## config.mk

```make
export PLATFORM = sky130hd
export DESIGN_NAME = sync_fifo
export DESIGN_NICKNAME = d
export VERILOG_FILES = /design/src/sram_pkg.sv /design/src/sync_fifo.sv
export SDC_FILE = /design/constraint.sdc
export NUM_CORES = 1
export LEC_CHECK = 0
export BUFFER_PORTS_ARGS = -buffer_cell sky130_fd_sc_hd__buf_2
export CORE_ASPECT_RATIO = 0.5
export CORE_MARGIN = 5
export CORE_UTILIZATION = 53
export DETAILED_ROUTE_END_ITERATION = 12
export PLACE_DENSITY = 0.74
export SLEW_MARGIN = 20
export SYNTH_ARGS = -nofsm -noshare
export SYNTH_HDL_FRONTEND = slang
export SYNTH_SLANG_ARGS = --single-unit
```

## constraint.sdc

```tcl
create_clock -name clk -period 4 [get_ports clk]
set_clock_uncertainty 0.15 [all_clocks]
set_input_delay 0.2 -clock clk [delete_from_list [all_inputs] [get_ports clk]]
set_output_delay 0.2 -clock clk [all_outputs]
set_load 0.005 [all_outputs]
```

## src/sram_pkg.sv

```systemverilog
package sram_pkg;

  // word address into the external chip
  localparam int SRAM_ADDR_W = 8;

  // one full data word, no byte lanes
  localparam int SRAM_DATA_W = 16;

  // response queue pointer width, 8 entries
  // half full at 4 still leaves room for every read already at the pads
  localparam int RESP_FIFO_ADDR_W = 3;

  typedef logic [SRAM_ADDR_W-1:0] sram_addr_t;

  typedef logic [SRAM_DATA_W-1:0] sram_data_t;

  // command controller states
  // read and write each last a single cycle
  typedef enum logic [1:0] {
    ST_IDLE  = 2'd0,
    ST_READ  = 2'd1,
    ST_WRITE = 2'd2
  } ctrl_state_t;

endpackage

```

## src/sync_fifo.sv

```systemverilog
`timescale 1ns/10ps

module sync_fifo
  import sram_pkg::*;
#(
  parameter int ADDR_W = RESP_FIFO_ADDR_W
) (
  input  logic       clk,
  input  logic       rst_n,
  input  logic       clr,

  input  logic       w_inc,
  input  sram_data_t w_data,
  output logic       w_full,
  output logic       w_half_full,

  input  logic       r_inc,
  output sram_data_t r_data,
  output logic       r_empty
);

  // storage, no reset needed
  sram_data_t mem[2**ADDR_W];

  // extra msb tells full from empty
  logic [ADDR_W:0] w_ptr;
  logic [ADDR_W:0] r_ptr;
  logic [ADDR_W:0] count;

  logic do_write;
  logic do_read;

  assign count = w_ptr - r_ptr;

  assign r_empty = (w_ptr == r_ptr);

  // count never exceeds the depth, so the msb alone means full
  assign w_full = count[ADDR_W];

  // at or above half the depth
  assign w_half_full = count[ADDR_W] | count[ADDR_W-1];

  assign do_write = w_inc && !w_full;
  assign do_read  = r_inc && !r_empty;

  always_ff @(posedge clk) begin
    if (!rst_n) begin
      w_ptr <= '0;
    end else if (clr) begin
      w_ptr <= '0;
    end else if (do_write) begin
      w_ptr <= w_ptr + 1'b1;
    end
  end

  always_ff @(posedge clk) begin
    if (!rst_n) begin
      r_ptr <= '0;
    end else if (clr) begin
      r_ptr <= '0;
    end else if (do_read) begin
      r_ptr <= r_ptr + 1'b1;
    end
  end

  always_ff @(posedge clk) begin
    if (do_write) begin
      mem[w_ptr[ADDR_W-1:0]] <= w_data;
    end
  end

  // head of queue, shown without a read cycle
  assign r_data = mem[r_ptr[ADDR_W-1:0]];

endmodule

```

=== Word level (Yosys, flattened, before mapping) ===
Memories as Yosys holds them, arrays and structs flattened. A register that Yosys moved wholly into a read port is not among the register bits.
Cells that the tools add are included.

* Input port bits: 21
* Memories: 1
* Word-level logic and storage cells: 18
* Bits in latches: 0
* Flip-flop bits (word level): 8
* Memory bits (read-only): 0
* Memory bits (writable): 128

{| class="wikitable"
|+ Memories
! name !! depth !! bits a word !! read ports !! clocked after Yosys merged registers in !! write ports !! RTL line !! text
|-
| mem || 8 || 16 || 1 || 1 || 1 || sync_fifo.sv:23 || <nowiki>sram_data_t mem[2**ADDR_W];</nowiki>
|}

* Muxes and demuxes: 4
* Shift operators: 0
* Eq/ne operators: 1
* Reduce and logical (&&, ||, !) cells: 5
* $mul: 0
* Add/sub/neg operators: 3
* Div/mod/pow operators: 0
* Bitwise logic cells: 2
* Magnitude comparators: 0

{| class="wikitable"
|+ Operators with widths
! kind !! number
|-
| adder 4 x 1 -> 4 bit, second input constant || 2
|-
| two-way mux 3 bit || 2
|-
| equality test 4 bit || 1
|-
| subtractor 4 bit || 1
|-
| logical AND 1 bit || 2
|-
| logical NOT 1 bit || 2
|-
| two-way mux 1 bit || 2
|-
| OR reduction 2 bit || 1
|-
| NOT 1 bit || 1
|-
| OR 1 bit || 1
|}

=== Logic depth before layout (Yosys ltp) ===
Gate-level depths: netlist of run 1.

* Depth after elaboration: 5
* Mapped depth: 8
* Depth with buffers taken out: 7

=== Least setup slack after synthesis of run 1 ===
No wires, ideal clock.

* Path type: flip-flop to flip-flop
* From: register w_ptr[0]
* To: memory mem[4][0] in the netlist's numbering (enable)
* Cell stages (with the launch flop): 9
* Period minus slack after synthesis: 3745 ps
* Required time: 3420 ps
* Arrival: 3165 ps
* Library setup time: 430 ps
* Slack: 255 ps
* Cells stage by stage: dfxtp_1 clkbuf_1 inv_1 ha_1 nand3b_1 nand2_1 xor2_2 inv_2 nor4_1

* Word-level cells in the longest chain between the ends: 5

{| class="wikitable"
|+ Ends and longest elaborated chain
! item !! RTL line !! text
|-
| from (decl) || sync_fifo.sv:26 || <nowiki>logic [ADDR_W:0] w_ptr;</nowiki>
|-
| from (signal assigned) || sync_fifo.sv:52 || <nowiki>w_ptr <= w_ptr + 1'b1;</nowiki>
|-
| subtractor 4 bit || sync_fifo.sv:33 || <nowiki>assign count = w_ptr - r_ptr;</nowiki>
|-
| via w_full || sync_fifo.sv:14 || <nowiki>output logic w_full,</nowiki>
|-
| logical NOT 1 bit || sync_fifo.sv:43 || <nowiki>assign do_write = w_inc && !w_full;</nowiki>
|-
| logical AND 1 bit || sync_fifo.sv:43 ||
|-
| two-way mux 1 bit || sync_fifo.sv:67 || <nowiki>if (do_write) begin</nowiki>
|-
| two-way mux 1 bit (implied by the code) || sync_fifo.sv:68 || <nowiki>mem[w_ptr[ADDR_W-1:0]] <= w_data;</nowiki>
|-
| to (decl) || sync_fifo.sv:23 ||
|}

The timed path passes the listed nets, and every way through them passes these cells.

==> results of run 1 <==
worst paths after layout:
kind | startpoint | end | slack (ns) | cells past startpoint
worst max-delay path | register | r_data[14] | 1.04 | 4
worst min-delay path | r_inc | r_ptr[3]$_SDFFE_PP0P_ | 0.03 | 4
worst max register to register | w_ptr[0]$_SDFFE_PP0P_ | mem[4][9]$_DFFE_PP_ | 1.13 | 8
worst min register to register | w_ptr[3]$_SDFFE_PP0P_ | w_ptr[3]$_SDFFE_PP0P_ | 0.36 | 2
metrics by stage:
stage	util (%)	instance area, um2	instances	worst slack [ns]	hold slack [ns]
6_report	65.1	6590	485	1.04	0.0295
5_1_grt	65.1	6590	485	0.833	0.0269
4_1_cts	65.1	6590	485	0.965	0.0146
3_5_place_dp	58.1	5880	435	1.14	0.334
3_3_place_gp	58.1	5880	435	1.32	0.314
2_1_floorplan	-	5450	259	0.255	0.149
critical path: stages (launching register included):
cell and delay (ns):
dfxtp_2 0.75, buf_4 0.45, mux4_2 0.56, mux2_2 0.29, buf_2 0.14
layer usage:
metal | routed length, um | global-route usage (%) | share of wire, %
met5 | 0 | 0 | 0
met1 | 4630 | 24.0 | 43
met4 | 110 | 6.26 | 1.0
met3 | 673 | 6.16 | 6.2
met2 | 5430 | 31.1 | 50
placed cells by master, fill, tap and decap left out, types with 4 or more instances in the layout:
cell / instances
edfxtp_1: 128
buf_2: 39
mux4_2: 32
dlygate4sd3_1: 18
clkbuf_16: 17
mux2_2: 16
dfxtp_1: 9
clkinv_2: 8
buf_4: 7
nor2_1: 6
inv_1: 5
ha_1: 5
nand2_1: 4
sequential cells by signal, summed over array words and instances, names as in the netlist, named ones only:
name / flops
w_ptr: 4
r_ptr: 4
mem: 128
what timing repair did:
item / 4_1_cts / 5_1_grt
hold endpoints to repair: 130 / 0
setup buffers: 0 / 0
hold buffers: 18 / 0
final cells by class:
class / instances / area (um2) / area share (%)
clock buffer: 17 / 425 / 6.45
clock inverter: 15 / 109 / 1.65
inverter: 6 / 22.5 / 0.342
multi-input combinational: 104 / 1370 / 20.7
sequential: 139 / 4070 / 61.7
tap: 140 / 175 / 2.66
timing repair buffer: 64 / 428 / 6.49
where the power goes:
group	switching, uW	total (uW)	internal [uW]
sequential	8.84	1620	1610
clock	566	1400	839
combinational	63.9	127	62.8
total	638	3150	2510
kinds of logic (layout without fill, tap and decap cells):
logic type,Yosys count,in the layout,synth area share (%)
compound gates,11,11,1.45
xor+xnor,7,7,1.40
fa+ha+maj,5,5,1.15
buf+inv,16,102,1.17
flops,139,139,74.5
mux,50,50,16.9
simple gates,31,31,3.42
==> impl_metrics.json, run 1 <==
{
  "drc_errors": 0,
  "crit_fanout": 17,
  "root_buffer": "clkbuf_16",
  "synth_edf_count": 128,
  "clkLatencyLatePin_ns": 0.41,
  "critPathRequiredTime_ns": 3.65,
  "design.core.area_um2": 10100,
  "antennaDiodeCount": 0,
  "final.fill_count": 658,
  "finalPower_uw": 3150,
  "synth_ff_type": "edfxtp_1",
  "nets": 358,
  "port_buffers": 39,
  "syn_avg_cell_area_um2": 21.1,
  "async_flop_share_pct": 0,
  "syn_to_final_growth_pct": 20.9,
  "synth_top_area_cell": "edfxtp_1",
  "grt_use_total_pct": 18.8,
  "cts_tree": "done",
  "die_h_um": 81.7,
  "status": "completed",
  "drive_gt1_share_pct": 40.3,
  "dr_total_vias": 2766,
  "drtIter0Drc": 240,
  "antenna_found_initial": 0,
  "maxCapViolCount": 0,
  "wl_um": 10800,
  "yosysWarnings": 0,
  "rsz0062_at_grt": "no",
  "grt_pass1_wl_um": 17000,
  "path_class": "register to output port",
  "ys_top_cells_by_count": "128 x edfxtp_1, 32 x mux4_2, 16 x mux2_2, 11 x dfxtp_1",
  "die_w_um": 153,
  "final_hold_viol_count": 0,
  "cts_buffer_depth": 2,
  "dr.pass1.iters": 5,
  "cts.clk_slew.worst_paths_ns": 0.06,
  "avgViaCountPerCell": 5.70,
  "post-dp-hpwl_um": 6090,
  "rows": 26,
  "crit_path_end_kind": "output port",
  "ir_drop_mv": 0.344,
  "cts.sinks": 139,
  "post_drt_wl_per_cell_um": 22.3,
  "period_needed_ns": 2.96,
  "initial_core_util_pct": 53.9,
  "tightestPinTransition_ns": 0.908,
  "syn-num-nets": 285,
  "cts.htree.levels": 4,
  "cp-start-kind": "register",
  "slew_headroom_pct": 39.4,
  "min_path_type": "primary input to register",
  "grt_pass1_vias": 3002,
  "power_leakage_uw": 0.00220,
  "min_period_over_period_pct": 74.1,
  "setup_viol": 0,
  "boundaryPins": 40,
  "synthesis.area_um2": 5450,
  "ys_seq_area_share_pct": 74.5,
  "grt_max_degree": 33,
  "crit_arrival_ns": 2.61,
  "synth.most_common_cell": "edfxtp_1",
  "drtAntennaViolNets": 0,
  "yosys.area.top_type_share_pct": 70.5,
  "cts_resized": 0,
  "synth_area_leaders": "edfxtp_1 70%, mux4_2 13%, dfxtp_1 4.0%, mux2_2 3.3%, ha_1 1.1%",
  "setup_tns_ns": 0,
  "grt_overflow_total": 0,
  "place_congestion": 0.820,
  "max_freq_ghz": 0.337,
  "synthCells": 259,
  "yosys_register_bits": 139,
  "design.die.area_um2": 12500,
  "cts_buffers": 17,
  "p_per_area_nw_per_um2": 477,
  "yosysUniqueCellTypes": 35,
  "maxSlewViolCount": 0
}
Power figures use the tool's default switching activity.
==> run 2: changes to the inputs <==
--- a/config.mk
+++ b/config.mk
@@ -8,9 +8,9 @@
 export BUFFER_PORTS_ARGS = -buffer_cell sky130_fd_sc_hd__buf_2
 export CORE_ASPECT_RATIO = 0.5
 export CORE_MARGIN = 5
-export CORE_UTILIZATION = 53
+export CORE_UTILIZATION = 59
 export DETAILED_ROUTE_END_ITERATION = 12
-export PLACE_DENSITY = 0.74
+export PLACE_DENSITY = 0.78
 export SLEW_MARGIN = 20
 export SYNTH_ARGS = -nofsm -noshare
 export SYNTH_HDL_FRONTEND = slang
==> constraint.sdc (replaced) <==
create_clock -name clk -period 3 [get_ports clk]
set_clock_uncertainty 0.15 [all_clocks]
set_input_delay 0.15 -clock clk [delete_from_list [all_inputs] [get_ports clk]]
set_output_delay 0.15 -clock clk [all_outputs]
set_load 0.005 [all_outputs]
==> run 2 against run 1 <==
Sequential cell count unchanged; cell area barely moved; combinational power increased by 37%; first-iteration DRC count grew 4.6%; total power up 32%; clock power up 31%; utilization rose by 9.3 points; critical path type is now register to register; critical endpoint is now mem[7][6]$_DFFE_PP_.
==> impl_metrics.json, run 2 (same netlist as run 1, synthesis figures left out) <==
{
  "ir_drop_mv": 0.494,
  "cts.sinks": 139,
  "cp_num_cells": 8,
  "p_switching_uw": 829,
  "final_common_cell": "edfxtp_1",
  "slew_headroom_pct": 38.9,
  "rows": 24,
  "seqPwrFrac_pct": 51.7,
  "r2r_start": "w_ptr[0]$_SDFFE_PP0P_",
  "grt_overflow_total": 0,
  "dr.pass1.iters": 6,
  "max_stage_delay_ns": 0.57,
  "nets": 361,
  "cts.htree.levels": 4,
  "final_hold_viol_count": 0,
  "path_class": "register to register",
  "cts_tree": "done",
  "power_frac_comb_pct": 4.2,
  "root_buffer": "clkbuf_16",
  "worstSetupStartpoint": "w_ptr[0]$_SDFFE_PP0P_",
  "cts_buffers": 17,
  "period_needed_ns": 2.81,
  "critical_path_buf_inv_count": 3,
  "rr_worst_depth": 8,
  "design.core.area_um2": 8860,
  "min_period_over_period_pct": 93.5,
  "cts_resized": 0,
  "power_leakage_uw": 0.00220,
  "design.die.area_um2": 11400,
  "syn_to_final_growth_pct": 20.9,
  "die_w_um": 146,
  "r2r_end": "mem[7][6]$_DFFE_PP_",
  "grt_pass1_vias": 3002,
  "clkLatencyLatePin_ns": 0.40,
  "dr_total_vias": 2837,
  "crit_arrival_ns": 2.74,
  "r2r_slack_ns": 0.19,
  "critPathRequiredTime_ns": 2.94,
  "cp_top_family": "simple AND/OR/NAND/NOR gates",
  "place_congestion": 0.840,
  "grt_use_total_pct": 20.9,
  "slowest_stage": "dfxtp_1",
  "endpoint": "mem[7][6]$_DFFE_PP_",
  "cts_buffer_depth": 2,
  "initial_core_util_pct": 61.6,
  "die_h_um": 78.0,
  "min_path_type": "primary input to register",
  "layout_common_cells": "128 x edfxtp_1, 39 x buf_2, 32 x mux4_2",
  "cp-start-kind": "register",
  "avgViaCountPerCell": 6.14,
  "port_buffers": 39,
  "p_clk_share_pct": 44.1,
  "cts.clk_slew.worst_paths_ns": 0.05,
  "crit_chain": "inv_1 > ha_1 > nand3b_1 > nand2_1 > xor2_2 > inv_2 > nor4b_4 > buf_4",
  "largest_reg_flops": 128,
  "drc_errors": 0,
  "post-route-util_pct": 74.4,
  "intPower_uw": 3340,
  "drive_gt1_share_pct": 39.1,
  "status": "completed",
  "post-dp-hpwl_um": 5740,
  "antenna_found_initial": 0,
  "grt_max_degree": 33,
  "setup_viol": 0,
  "crit_path_end_kind": "register",
  "max_freq_ghz": 0.356,
  "tightestPinTransition_ns": 0.916,
  "swShare_pct": 19.9,
  "boundaryPins": 40,
  "grt_pass1_wl_um": 17400,
  "p_per_area_nw_per_um2": 632,
  "whs_path_depth": 3,
  "maxCapViolCount": 0,
  "finalPower_uw": 4170,
  "wl_um": 11100,
  "rsz0062_at_grt": "no",
  "drtAntennaViolNets": 0,
  "crit_fanout": 16,
  "maxSlewViolCount": 0,
  "post_drt_wl_per_cell_um": 24.0,
  "drtIter0Drc": 251,
  "antennaDiodeCount": 0
}
## run 2: worst min-delay path, delay by kind of cell
kind	cells	cell delay (ns)
AND/OR/NAND/NOR	2	0.31
buffers and inverters	1	0.08
## run 2: layout make-up
| class | count | area, um2 |
|---|---|---|
| Fill cell | 495 | 2260 |
| Timing Repair Buffer | 67 | 465 |
| Inverter | 6 | 22.5 |
| Tap cell | 117 | 146 |
| Clock buffer | 18 | 429 |
| Clock inverter | 11 | 82.6 |
| Sequential cell | 139 | 4070 |
| Multi-Input combinational cell | 104 | 1380 |
## run 2: worst min-delay path by stage
stage               startpoint                    end  slack (ns)
CTS                      rst_n  r_ptr[3]$_SDFFE_PP0P_        0.01
floorplan            w_data[0]    mem[0][0]$_DFFE_PP_         0.1
global route             rst_n  r_ptr[3]$_SDFFE_PP0P_        0.07
global placement     w_data[3]    mem[1][3]$_DFFE_PP_        0.26
finish                   rst_n  r_ptr[3]$_SDFFE_PP0P_        0.03
detailed placement   w_data[1]    mem[1][1]$_DFFE_PP_        0.28
## run 2: metrics by stage
stage,hold slack [ns],cells,worst slack (ns),TNS [ns],instance area (um2)
finish,0.0288,462,0.194,0,6590
CTS,0.0140,462,0.217,0,6590
global placement,0.260,414,0.396,0,5890
floorplan,0.0989,259,-0.324,-19.88,5470
detailed placement,0.275,414,0.229,0,5890
global route,0.0685,462,0.0581,0,6590
## run 2: power by group through the flow
stage                     Sequential [uW]  Clock, uW  Combinational [uW]
final                                2150       1840                 174
after global routing                 2150       1960                 189
after CTS                            2150       1860                 174
after detailed placement             2190          0                 152
after global placement               2190          0                 144
after floorplan                      2190          0                79.8
## run 2: what timing repair did
item	CTS	global route
hold buffers	19	0
endpoints found under the hold margin	132	0
buffers inserted	0	0
## run 2: routing by layer
| metal | wire length [um] | share of wire [%] | up-vias | global-route usage, % |
|---|---|---|---|---|
| li1 | - | - | 1228 | - |
| met1 | 4550 | 41 | 1454 | 26.9 |
| met2 | 5570 | 50 | 138 | 34.8 |
| met3 | 796 | 7.2 | 17 | 6.75 |
| met4 | 148 | 1.3 | 0 | 5.97 |
| met5 | 0 | 0 | - | 0 |
